$ cat src/include/nr_sync_defines.svh
`ifndef NR_SYNC_DEFINES_SVH
`define NR_SYNC_DEFINES_SVH

// frame geometry, scaled down from the real numerology
`define NR_FFT_LEN          16
`define NR_CP1_LEN          4
`define NR_CP2_LEN          3
`define NR_SYM_PER_SF       14

// sync blocks repeat every two subframes
`define NR_SYMS_BTWN_SSB    28

// one subframe is 14 * 16 useful samples plus 2 * 4 + 12 * 3 prefix samples = 268 clocks
`define NR_SSB_PERIOD_CLKS  536

// PSS detector wakes this early and keeps looking this long past the expected block
`define NR_PSS_EARLY_CLKS   16
`define NR_PSS_LATE_CLKS    16

// sample buffer in front of the FFT
`define NR_FIFO_DEPTH       32

`endif

$ cat src/verilog/nr_sync_pkg.sv
package nr_sync_pkg;

    // I in the upper half, Q in the lower half
    typedef struct packed {
        logic [15:0] i;
        logic [15:0] q;
    } sample_t;

    typedef logic [2:0] cp_len_t;

    typedef enum logic [1:0] {
        PSS_SEARCH = 2'd0,
        PSS_FIND   = 2'd1,
        PSS_PAUSE  = 2'd2
    } pss_mode_t;

    // FIFO payload, 36 bits
    typedef struct packed {
        sample_t data;
        logic    sym_start;
        cp_len_t cp_len;
    } tagged_sample_t;

endpackage

$ cat src/verilog/pss_mode_ctrl.sv
`timescale 1ns/1ps
`include "nr_sync_defines.svh"

module pss_mode_ctrl (
    input  logic                   clk_i,
    input  logic                   reset_ni,
    input  logic                   n_id_2_valid_i,
    output nr_sync_pkg::pss_mode_t pss_mode_o
);
    import nr_sync_pkg::*;

    localparam int WAKE_CLKS    = `NR_SSB_PERIOD_CLKS - `NR_PSS_EARLY_CLKS;
    localparam int GIVE_UP_CLKS = `NR_SSB_PERIOD_CLKS + `NR_PSS_LATE_CLKS;
    localparam int CNT_W        = $clog2(GIVE_UP_CLKS + 2);

    pss_mode_t        state_q;
    // clocks since the last detected sync block
    logic [CNT_W-1:0] clk_cnt_q;

    always_ff @(posedge clk_i) begin
        if (!reset_ni) begin
            state_q    <= PSS_SEARCH;
            clk_cnt_q  <= '0;
            pss_mode_o <= PSS_SEARCH;
        end else begin
            pss_mode_o <= state_q;
            case (state_q)
                PSS_SEARCH: begin
                    // any N_id_2 is accepted while searching
                    if (n_id_2_valid_i) begin
                        state_q   <= PSS_PAUSE;
                        clk_cnt_q <= CNT_W'(1);
                    end
                end
                PSS_PAUSE: begin
                    // detector sleeps until shortly before the next block
                    clk_cnt_q <= clk_cnt_q + 1'b1;
                    if (clk_cnt_q > CNT_W'(WAKE_CLKS)) begin
                        state_q <= PSS_FIND;
                    end
                end
                PSS_FIND: begin
                    if (n_id_2_valid_i) begin
                        state_q   <= PSS_PAUSE;
                        clk_cnt_q <= CNT_W'(1);
                    end else if (clk_cnt_q > CNT_W'(GIVE_UP_CLKS)) begin
                        // block missed, start over with a full search
                        state_q <= PSS_SEARCH;
                    end else begin
                        clk_cnt_q <= clk_cnt_q + 1'b1;
                    end
                end
                default: state_q <= PSS_SEARCH;
            endcase
        end
    end

endmodule

$ cat src/verilog/symbol_timer.sv
`timescale 1ns/1ps
`include "nr_sync_defines.svh"

module symbol_timer (
    input  logic                 clk_i,
    input  logic                 reset_ni,
    input  nr_sync_pkg::sample_t s_data_i,
    input  logic                 s_valid_i,
    input  logic [1:0]           n_id_2_i,
    input  logic                 n_id_2_valid_i,
    input  logic [2:0]           ibar_ssb_i,
    input  logic                 ibar_ssb_valid_i,
    output nr_sync_pkg::sample_t tag_data_o,
    output logic                 tag_sym_start_o,
    output nr_sync_pkg::cp_len_t tag_cp_len_o,
    output logic                 tag_valid_o,
    output logic                 pbch_start_o,
    output logic                 synced_o,
    output logic [1:0]           requested_n_id_2_o
);
    import nr_sync_pkg::*;

    localparam int FFT_LEN       = `NR_FFT_LEN;
    localparam int CP1_LEN       = `NR_CP1_LEN;
    localparam int CP2_LEN       = `NR_CP2_LEN;
    localparam int SYM_PER_SF    = `NR_SYM_PER_SF;
    localparam int SYMS_BTWN_SSB = `NR_SYMS_BTWN_SSB;
    localparam int SC_W          = $clog2(FFT_LEN + CP1_LEN);
    localparam int SYM_W         = $clog2(SYM_PER_SF);
    localparam int SUM_W         = SYM_W + 1;
    localparam int SSB_W         = $clog2(SYMS_BTWN_SSB);

    typedef enum logic [1:0] {
        ST_WAIT_SSB,
        ST_WAIT_IBAR,
        ST_SYNCED
    } timer_state_t;

    timer_state_t     state_q;
    logic [SC_W-1:0]  sc_q;
    logic [SYM_W-1:0] sym_q;
    // symbols since the last sync block, 0 on the block itself
    logic [SSB_W-1:0] ssb_sym_q;
    cp_len_t          cp_len_q;
    logic             find_q;

    logic             tracking;
    logic             lock;
    logic             ssb_hit;
    logic             ssb_miss;
    logic             open_find;
    logic [SC_W-1:0]  last_sc;
    logic             sym_end;
    logic [SUM_W-1:0] sym_sum;
    logic [SYM_W-1:0] sym_adj;
    logic [SYM_W-1:0] sym_next;

    function automatic cp_len_t cp_for_sym(input logic [SYM_W-1:0] sym);
        if (sym == '0 || sym == SYM_W'(SYM_PER_SF / 2)) begin
            return cp_len_t'(CP1_LEN);
        end
        return cp_len_t'(CP2_LEN);
    endfunction

    // ibar 1, 2 and 3 move the symbol index by 6, 14 and 20, taken modulo 14
    function automatic logic [SUM_W-1:0] ibar_shift(input logic [2:0] ibar);
        case (ibar)
            3'd1:    return SUM_W'(6);
            3'd2:    return SUM_W'(14 % SYM_PER_SF);
            3'd3:    return SUM_W'(20 % SYM_PER_SF);
            default: return '0;
        endcase
    endfunction

    always_comb begin
        tracking  = (state_q != ST_WAIT_SSB);
        lock      = (state_q == ST_WAIT_SSB) && n_id_2_valid_i;
        ssb_hit   = (state_q == ST_SYNCED) && find_q && n_id_2_valid_i;
        ssb_miss  = (state_q == ST_SYNCED) && find_q && !n_id_2_valid_i && (sc_q == SC_W'(3));
        last_sc   = SC_W'(FFT_LEN - 1) + SC_W'(cp_len_q);
        sym_end   = tracking && s_valid_i && (sc_q == last_sc);
        // window opens on the last-but-one sample before the expected block
        open_find = (state_q == ST_SYNCED) && s_valid_i && (sc_q == last_sc - 1'b1)
                    && (ssb_sym_q == SSB_W'(SYMS_BTWN_SSB - 1));
        // ibar correction lands before the symbol advance of the same cycle
        sym_sum = {1'b0, sym_q};
        if (state_q == ST_WAIT_IBAR && ibar_ssb_valid_i) begin
            sym_sum = sym_sum + ibar_shift(ibar_ssb_i);
        end
        if (sym_sum >= SUM_W'(SYM_PER_SF)) begin
            sym_adj = SYM_W'(sym_sum - SUM_W'(SYM_PER_SF));
        end else begin
            sym_adj = SYM_W'(sym_sum);
        end
        sym_next = (sym_adj == SYM_W'(SYM_PER_SF - 1)) ? '0 : sym_adj + 1'b1;
    end

    always_ff @(posedge clk_i) begin
        if (!reset_ni) begin
            state_q            <= ST_WAIT_SSB;
            sc_q               <= '0;
            sym_q              <= '0;
            ssb_sym_q          <= '0;
            cp_len_q           <= cp_len_t'(CP2_LEN);
            find_q             <= 1'b0;
            tag_valid_o        <= 1'b0;
            pbch_start_o       <= 1'b0;
            requested_n_id_2_o <= '0;
        end else begin
            tag_valid_o  <= s_valid_i;
            pbch_start_o <= lock || ssb_hit;
            if (n_id_2_valid_i) begin
                requested_n_id_2_o <= n_id_2_i;
            end

            case (state_q)
                ST_WAIT_SSB: begin
                    // first block seen is taken as symbol 3 until ibar says otherwise
                    if (lock) begin
                        state_q   <= ST_WAIT_IBAR;
                        sym_q     <= SYM_W'(3);
                        ssb_sym_q <= '0;
                        cp_len_q  <= cp_len_t'(CP2_LEN);
                        sc_q      <= SC_W'(s_valid_i);
                    end
                end
                ST_WAIT_IBAR: begin
                    if (ibar_ssb_valid_i) begin
                        state_q <= ST_SYNCED;
                    end
                end
                ST_SYNCED: begin
                    if (ssb_miss) begin
                        state_q <= ST_WAIT_SSB;
                    end
                end
                default: state_q <= ST_WAIT_SSB;
            endcase

            if (tracking) begin
                if (sym_end) begin
                    sc_q      <= '0;
                    sym_q     <= sym_next;
                    cp_len_q  <= cp_for_sym(sym_next);
                    ssb_sym_q <= (ssb_sym_q == SSB_W'(SYMS_BTWN_SSB - 1)) ? '0 : ssb_sym_q + 1'b1;
                end else begin
                    sym_q <= sym_adj;
                    if (s_valid_i) begin
                        sc_q <= sc_q + 1'b1;
                    end
                end
            end

            if (ssb_hit || ssb_miss || state_q != ST_SYNCED) begin
                find_q <= 1'b0;
            end else if (open_find) begin
                find_q <= 1'b1;
            end
        end
    end

    always_ff @(posedge clk_i) begin
        tag_data_o      <= s_data_i;
        tag_sym_start_o <= lock || (tracking && sc_q == '0);
        tag_cp_len_o    <= lock ? cp_len_t'(CP2_LEN) : cp_len_q;
    end

    assign synced_o = (state_q == ST_SYNCED);

    sc_in_range: assert property (@(posedge clk_i) disable iff (!reset_ni)
        sc_q <= SC_W'(FFT_LEN + CP1_LEN - 1));

endmodule

$ cat src/verilog/tagged_sample_fifo.sv
`timescale 1ns/1ps
`include "nr_sync_defines.svh"

module tagged_sample_fifo #(
    parameter int DEPTH = `NR_FIFO_DEPTH
) (
    input  logic                         clk_i,
    input  logic                         reset_ni,
    input  nr_sync_pkg::tagged_sample_t  wr_data_i,
    input  logic                         wr_valid_i,
    input  logic                         hold_i,
    output nr_sync_pkg::tagged_sample_t  rd_data_o,
    output logic                         rd_valid_o,
    output logic                         overflow_o
);
    import nr_sync_pkg::*;

    localparam int PTR_W = $clog2(DEPTH);
    localparam int CNT_W = PTR_W + 1;

    tagged_sample_t   mem_q [DEPTH];
    logic [PTR_W-1:0] wr_ptr_q;
    logic [PTR_W-1:0] rd_ptr_q;
    logic [CNT_W-1:0] count_q;
    logic             rd_en;
    logic             wr_en;

    assign rd_en = (count_q != '0) && !hold_i;
    // when full, a write still fits if the head leaves in the same cycle
    assign wr_en = wr_valid_i && ((count_q != CNT_W'(DEPTH)) || rd_en);

    assign rd_valid_o = rd_en;
    assign rd_data_o  = mem_q[rd_ptr_q];

    always_ff @(posedge clk_i) begin
        if (wr_en) begin
            mem_q[wr_ptr_q] <= wr_data_i;
        end
    end

    always_ff @(posedge clk_i) begin
        if (!reset_ni) begin
            wr_ptr_q   <= '0;
            rd_ptr_q   <= '0;
            count_q    <= '0;
            overflow_o <= 1'b0;
        end else begin
            // pointers wrap on their own since DEPTH is a power of two
            if (wr_en) begin
                wr_ptr_q <= wr_ptr_q + 1'b1;
            end
            if (rd_en) begin
                rd_ptr_q <= rd_ptr_q + 1'b1;
            end
            case ({wr_en, rd_en})
                2'b10:   count_q <= count_q + 1'b1;
                2'b01:   count_q <= count_q - 1'b1;
                default: count_q <= count_q;
            endcase
            // dropped sample, stays set until reset
            if (wr_valid_i && !wr_en) begin
                overflow_o <= 1'b1;
            end
        end
    end

    count_le_depth: assert property (@(posedge clk_i) disable iff (!reset_ni)
        count_q <= CNT_W'(DEPTH));

    no_underflow: assert property (@(posedge clk_i) disable iff (!reset_ni)
        (count_q == '0) |=> (count_q <= CNT_W'(1)));

endmodule

$ cat src/verilog/cp_remover.sv
`timescale 1ns/1ps
`include "nr_sync_defines.svh"

module cp_remover (
    input  logic                        clk_i,
    input  logic                        reset_ni,
    input  nr_sync_pkg::tagged_sample_t in_data_i,
    input  logic                        in_valid_i,
    output nr_sync_pkg::sample_t        fft_data_o,
    output logic                        fft_valid_o,
    output logic                        fft_sym_start_o
);
    import nr_sync_pkg::*;

    localparam int FFT_LEN = `NR_FFT_LEN;
    localparam int FWD_W   = $clog2(FFT_LEN + 1);

    // prefix samples still to drop
    cp_len_t          skip_q;
    // useful samples already sent in this symbol
    logic [FWD_W-1:0] sent_q;
    logic             start;
    logic             no_cp;
    logic             keep;

    always_comb begin
        start = in_valid_i && in_data_i.sym_start;
        no_cp = (in_data_i.cp_len == '0);
        if (start) begin
            keep = no_cp;
        end else begin
            keep = in_valid_i && (skip_q == '0) && (sent_q < FWD_W'(FFT_LEN));
        end
    end

    always_ff @(posedge clk_i) begin
        if (!reset_ni) begin
            skip_q          <= '0;
            // nothing leaves before the first tagged symbol start
            sent_q          <= FWD_W'(FFT_LEN);
            fft_valid_o     <= 1'b0;
            fft_sym_start_o <= 1'b0;
        end else begin
            fft_valid_o     <= keep;
            fft_sym_start_o <= keep && (start || sent_q == '0);
            if (start) begin
                skip_q <= no_cp ? '0 : in_data_i.cp_len - 1'b1;
                sent_q <= FWD_W'(no_cp);
            end else if (in_valid_i && skip_q != '0) begin
                skip_q <= skip_q - 1'b1;
            end else if (keep) begin
                sent_q <= sent_q + 1'b1;
            end
        end
    end

    always_ff @(posedge clk_i) begin
        if (keep) begin
            fft_data_o <= in_data_i.data;
        end
    end

    // each output belongs to a symbol that has sent between 1 and FFT_LEN samples
    max_fft_len_per_symbol: assert property (@(posedge clk_i) disable iff (!reset_ni)
        fft_valid_o |-> (sent_q >= FWD_W'(1)) && (sent_q <= FWD_W'(FFT_LEN)));

endmodule

$ cat src/verilog/nr_sync_top.sv
`timescale 1ns/1ps
`include "nr_sync_defines.svh"

module nr_sync_top (
    input  logic                   clk_i,
    input  logic                   reset_ni,
    input  nr_sync_pkg::sample_t   s_data_i,
    input  logic                   s_valid_i,
    input  logic [1:0]             n_id_2_i,
    input  logic                   n_id_2_valid_i,
    input  logic [2:0]             ibar_ssb_i,
    input  logic                   ibar_ssb_valid_i,
    input  logic                   fft_hold_i,
    output nr_sync_pkg::pss_mode_t pss_mode_o,
    output logic [1:0]             requested_n_id_2_o,
    output logic                   pbch_start_o,
    output logic                   synced_o,
    output nr_sync_pkg::sample_t   fft_data_o,
    output logic                   fft_valid_o,
    output logic                   fft_sym_start_o,
    output logic                   overflow_o
);
    import nr_sync_pkg::*;

    sample_t        tag_data;
    logic           tag_sym_start;
    cp_len_t        tag_cp_len;
    logic           tag_valid;
    tagged_sample_t tag_word;
    tagged_sample_t rd_data;
    logic           rd_valid;

    assign tag_word = '{data: tag_data, sym_start: tag_sym_start, cp_len: tag_cp_len};

    pss_mode_ctrl pss_mode_ctrl_i (
        .clk_i          (clk_i),
        .reset_ni       (reset_ni),
        .n_id_2_valid_i (n_id_2_valid_i),
        .pss_mode_o     (pss_mode_o)
    );

    symbol_timer symbol_timer_i (
        .clk_i              (clk_i),
        .reset_ni           (reset_ni),
        .s_data_i           (s_data_i),
        .s_valid_i          (s_valid_i),
        .n_id_2_i           (n_id_2_i),
        .n_id_2_valid_i     (n_id_2_valid_i),
        .ibar_ssb_i         (ibar_ssb_i),
        .ibar_ssb_valid_i   (ibar_ssb_valid_i),
        .tag_data_o         (tag_data),
        .tag_sym_start_o    (tag_sym_start),
        .tag_cp_len_o       (tag_cp_len),
        .tag_valid_o        (tag_valid),
        .pbch_start_o       (pbch_start_o),
        .synced_o           (synced_o),
        .requested_n_id_2_o (requested_n_id_2_o)
    );

    tagged_sample_fifo #(
        .DEPTH (`NR_FIFO_DEPTH)
    ) tagged_sample_fifo_i (
        .clk_i      (clk_i),
        .reset_ni   (reset_ni),
        .wr_data_i  (tag_word),
        .wr_valid_i (tag_valid),
        .hold_i     (fft_hold_i),
        .rd_data_o  (rd_data),
        .rd_valid_o (rd_valid),
        .overflow_o (overflow_o)
    );

    cp_remover cp_remover_i (
        .clk_i           (clk_i),
        .reset_ni        (reset_ni),
        .in_data_i       (rd_data),
        .in_valid_i      (rd_valid),
        .fft_data_o      (fft_data_o),
        .fft_valid_o     (fft_valid_o),
        .fft_sym_start_o (fft_sym_start_o)
    );

endmodule

$ cat config.mk
export PLATFORM = sky130hd
export DESIGN_NAME = nr_sync_top
export DESIGN_NICKNAME = d
export VERILOG_FILES = /design/src/verilog/nr_sync_pkg.sv /design/src/verilog/pss_mode_ctrl.sv /design/src/verilog/symbol_timer.sv /design/src/verilog/tagged_sample_fifo.sv /design/src/verilog/cp_remover.sv /design/src/verilog/nr_sync_top.sv
export VERILOG_INCLUDE_DIRS = /design/src /design/src/include
export SDC_FILE = /design/constraint.sdc
export NUM_CORES = 1
export LEC_CHECK = 0
export BUFFER_PORTS_ARGS = -buffer_cell sky130_fd_sc_hd__buf_2
export CORE_ASPECT_RATIO = 0.75
export CORE_UTILIZATION = 50
export DETAILED_ROUTE_END_ITERATION = 6
export PLACE_DENSITY = 0.7
export SETUP_SLACK_MARGIN = 0.2
export SLEW_MARGIN = 20
export SYNTH_ARGS = -nofsm -noshare
export SYNTH_HDL_FRONTEND = slang
export SYNTH_SLANG_ARGS = --single-unit
$ cat constraint.sdc
create_clock -name clk_i -period 4.7 [get_ports clk_i]
set_clock_uncertainty 0.05 [all_clocks]
set_input_delay 0.235 -clock clk_i [delete_from_list [all_inputs] [get_ports clk_i]]
set_output_delay 0.235 -clock clk_i [all_outputs]
set_load 0.03 [all_outputs]
# Word level (Yosys, flattened, before mapping)
# Memories as Yosys holds them, arrays and structs flattened. A register that Yosys moved wholly into a read port is not among the register bits.
# Cells that the tools add are included.
# classes
n_addsub,15
order_cmp,4
n_eq_ne,24
mux,54
n_bitwise,2
reduce_logical,55
# op_table
op,n
$mux 5,17
$mux 10,3
$mux 3,10
$pmux 10 s3,1
$add 5x1->5 const B,5
$mux 4,6
$gt 10x10->1 const B,2
$logic_and 1x1->1,20
$mux 2,7
$pmux 2 s3,2
$pmux 6 s2,1
$reduce_bool 2->1,6
$add 10x1->10 const B,1
$eq 5x5->1,2
$logic_not 5->1,2
$reduce_and 3->1,3
$ne 2x1->1 const B,4
$logic_or 1x1->1,7
$mux 1,7
$add 6x1->6 const B,1
$eq 2x1->1 const B,3
$eq 2x2->1 const B,3
$logic_not 3->1,2
$ne 2x2->1 const B,3
other kinds (26),36
# totals
ff_bits,133
ramBits,1152
output_inout_bits,41
wordCells,182
memories,1
# mem_list
name,words,width,rd,rd_ports_with_merged_regs,wr,line,source
tagged_sample_fifo_i.mem_q,32,36,1,1,1,tagged_sample_fifo.sv:21,tagged_sample_t mem_q [DEPTH];

# Logic depth before layout (Yosys ltp)
# logic_depth
ltp_word,19
mapped_depth,15

# Cells and area by module
# Synthesis repeated with hierarchy kept, for this count alone.
# hier_totals
cells_unflattened,2266
hier_area_um2,49819.0
# modules_own_cells
module,n_inst,cells_each,area_each_um2,seq_area_each_um2
tagged_sample_fifo,1,1791,44737.9,35033.6
symbol_timer,1,257,2528.7,1201.2
cp_remover,1,99,1591.5,1161.1
pss_mode_ctrl,1,119,960.9,280.3

# Worst setup path after synthesis
# No wires, ideal clock.
# synth_path
path_kind,register to register
from,reg (tool-made name)
to,"reg, netlist name cp_remover_i.fft_data_o[0]"
arrival_time_ns,3.111
path_slack_ns,1.150
path_stages_with_launch,13
n_path_buf,4
period_less_slack_ns,3.550
path_cell_list,dfxtp_1 -> buf_2 -> buf_2 -> buf_2 -> clkbuf_1 -> mux4_2 -> a22oi_1 -> nand4_1 -> or2_2 -> inv_1 -> ha_1 -> nand2_1 -> nand2_1

==> flow_summary.json <==
{
  "grt_max_degree": 129,
  "synthArstFlopShare_pct": 0,
  "fp.dieH_um": 274.7,
  "first_pass_iters": 7,
  "dpl.cell_count": 3657,
  "tns_ps": 0,
  "cts_buffers": 116,
  "syn_inst": 2294,
  "die_w_um": 365.7,
  "status": "complete, no violations",
  "fmax_ghz": 0.2654,
  "final_cells": 3915,
  "rr_worst_depth": 5,
  "hold_violations": 0,
  "overflow": 0,
  "num_vias": 23638,
  "syn_nets": 2370,
  "slowest_stage": "dfxtp_4",
  "p_int_uw": 19980,
  "path_clk_slew_ps": 60,
  "critPathTopFamily": "multiplexers",
  "drive_above_1_share_pct": 29.17,
  "grt_pass1_vias": 24015,
  "ir_worst_vdd_v": 0.0003671,
  "seqPwrFrac_pct": 50.1,
  "final_common_cell": "edfxtp_1",
  "post-route-drc-count": 0,
  "antenna_cells": 0,
  "p_comb_share_pct": 12.8,
  "ys_ff_latch": 1290,
  "clock-sinks": 1290,
  "tightest_slew_ps": 1139,
  "cts_tree": "done",
  "critPathCaptureType": "flop",
  "ios": 84,
  "synth_edf_count": 1184,
  "hp-start": "s_data_i[13]",
  "grt_use_total_pct": 22.15,
  "required_ps": 5130,
  "p_sw_uw": 6048,
  "final-setup-viol-count": 0,
  "maxCapViolations": 0,
  "core.rowCount": 99,
  "hp-class": "in2reg",
  "initial_utilization_pct": 50.74,
  "grt_antenna_before_repair": 0,
  "leakagePower_uw": 0.01733,
  "ant_nets": 0,
  "pwr-share-clk_pct": 37.1,
  "drv_slew": 0,
  "netlist_area_sq_mm": 0.04959,
  "drt_wl_total_um": 109500,
  "totalPowerFinal_uw": 26030,
  "synth.yosys.seq_area_share_pct": 75.97,
  "gp_congestion": 0.7727,
  "wl_per_cell_um": 27.96,
  "syn_to_final_growth_pct": 13.80,
  "powerDensity_mw_per_mm2": 461.2,
  "htree_levels": 3,
  "period_share_pct": 80.17,
  "startpoint_type": "flop",
  "holdWs_ps": 76.67,
  "core_sq_mm": 0.09773,
  "synth_flop_cell": "edfxtp_1",
  "syn-mean-instance-area_sq_um": 21.62,
  "via_per_inst": 6.038,
  "arrival_ps": 4200,
  "synth_cell_types": 62,
  "yosysWarnings": 0,
  "fin_nets": 2579,
  "hold_path_end": "symbol_timer_i.tag_data_o[13]",
  "swShare_pct": 23.24,
  "detail_route.iter0.violations": 2675,
  "worstReg2RegEnd": "cp_remover_i.fft_data_o[19]",
  "multiInputGateArea_sq_mm": 0.01146,
  "clk_path_buf_depth": 3,
  "final_cell_mix": "1184 x edfxtp_1, 337 x mux4_2, 117 x clkbuf_16",
  "crit_type": "reg2reg",
  "rsz0062_at_grt": "no",
  "clk_latency_ps": 740,
  "grt_first_pass_wirelength_um": 159800,
  "post-route-util_pct": 57.74,
  "rrSetupSlack_ps": 930,
  "die-area_sq_mm": 0.1005,
  "cp_max_fo": 40,
  "io_buffer_count": 82,
  "cp_num_buf_inv": 2,
  "postCtsSetupRepairBufs": 0,
  "hold_path_depth": 2,
  "final-seq-area_sq_mm": 0.03769,
  "relSlewSlack_pct": 24.08,
  "fill_cells": 6850,
  "slowest_delay_ps": 880,
  "period_needed_ps": 3768,
  "cts_root_buf": "clkbuf_16",
  "path_cells": "buf_4 -> buf_4 -> mux4_2 -> mux4_2 -> mux2_2",
  "hpwl_um": 58690
}
==> metrics by stage <==
| step | cell area, sq um | worst slack, ps |
|---|---|---|
| finish | 56430 | 932.2 |
| global route | 56430 | 639.0 |
| CTS | 56430 | 819.2 |
| detailed placement | 52090 | 805.1 |
| global placement | 52090 | 832.2 |
| floorplan | 49590 | 1150 |
==> registers in the layout, summed over array words and instances (netlist names), 2 cells and up, named ones only <==
| register | flops |
|---|---|
| tagged_sample_fifo_i.mem_q | 1152 |
| cp_remover_i.skip_q | 3 |
| symbol_timer_i.tag_cp_len_o | 3 |
| cp_remover_i.fft_data_o | 32 |
| symbol_timer_i.requested_n_id_2_o | 2 |
| symbol_timer_i.state_q | 2 |
| tagged_sample_fifo_i.count_q | 6 |
| symbol_timer_i.sym_q | 4 |
| symbol_timer_i.cp_len_q | 3 |
| tagged_sample_fifo_i.wr_ptr_q | 5 |
| tagged_sample_fifo_i.rd_ptr_q | 5 |
| pss_mode_ctrl_i.pss_mode_o | 2 |
| pss_mode_ctrl_i.state_q | 2 |
| cp_remover_i.sent_q | 5 |
| symbol_timer_i.sc_q | 5 |
| pss_mode_ctrl_i.clk_cnt_q | 10 |
| symbol_timer_i.tag_data_o | 32 |
| symbol_timer_i.ssb_sym_q | 5 |
==> worst reg2reg max path: stages, from the launching register on <==
cell     delay, ps
dfxtp_4        880
buf_4          550
buf_4          660
mux4_2         620
mux4_2         510
mux2_2         280
==> power groups by stage <==
stage          logic (uW)  clock network (uW)  registers, uW
2_1_floorplan        2740                   0          13100
3_3_place_gp         3260                   0          13200
3_5_place_dp         3330                   0          13300
4_1_cts              3380                9830          13000
5_1_grt              3580               10200          13100
6_report             3330                9660          13000
==> metal layers <==
layer	wire length [um]	GRT usage (%)
met2	53260	35.64
met3	7727	3.729
met4	2002	5.142
met5	0	0
met1	46480	32.06
==> how the worst max path moves through the flow <==
stage / end / slack (ps) / cells past startpoint
after floorplan: cp_remover_i.fft_data_o[0] / 1150 / 12
after global placement: cp_remover_i.fft_data_o[21] / 830 / 5
after CTS: cp_remover_i.fft_data_o[19] / 820 / 5
after detailed placement: cp_remover_i.fft_data_o[19] / 810 / 5
after global routing: cp_remover_i.fft_data_o[21] / 640 / 5
final: cp_remover_i.fft_data_o[19] / 930 / 5
==> layout make-up <==
type	instances	share of cell area (%)
multi-input combinational	858	20.31
sequential	1290	66.79
tap	1313	2.911
inverter	34	0.2261
clock buffer	146	5.523
timing repair buffer	203	2.791
clock inverter	71	1.446
==> logic make-up after synthesis <==
family | share of synthesized area, %
XOR/XNOR | 0.5828
AND/OR/NAND/NOR | 2.604
adder cells (fa/ha/maj) | 0.8629
buffers and inverters | 1.403
AO/OA/AOI/OAI | 1.516
flip-flops | 75.97
multiplexers | 17.06
==> timing repair <==
action | 4_1_cts | 5_1_grt
hold buffers | 41 | 0
hold endpoints to repair | 47 | 0
gates resized for setup | 0 | 0
==> synthesized netlist by cell type, types with 20 or more instances <==
| cell | instances | area [sq um] |
|---|---|---|
| clkbuf_1 | 36 | 135.1 |
| mux2i_1 | 46 | 460.4 |
| dfxtp_1 | 106 | 2122 |
| mux4_2 | 337 | 7590 |
| ha_1 | 31 | 387.9 |
| nand2_1 | 67 | 251.5 |
| inv_1 | 34 | 127.6 |
| a21oi_1 | 28 | 140.1 |
| xnor2_1 | 30 | 262.8 |
| mux2_2 | 34 | 382.9 |
| buf_2 | 58 | 290.3 |
| nand3_1 | 20 | 100.1 |
| nor2_1 | 71 | 266.5 |
| edfxtp_1 | 1184 | 35550 |
| o21ai_0 | 21 | 105.1 |
Note: power is estimated with default switching activity, not from simulation.
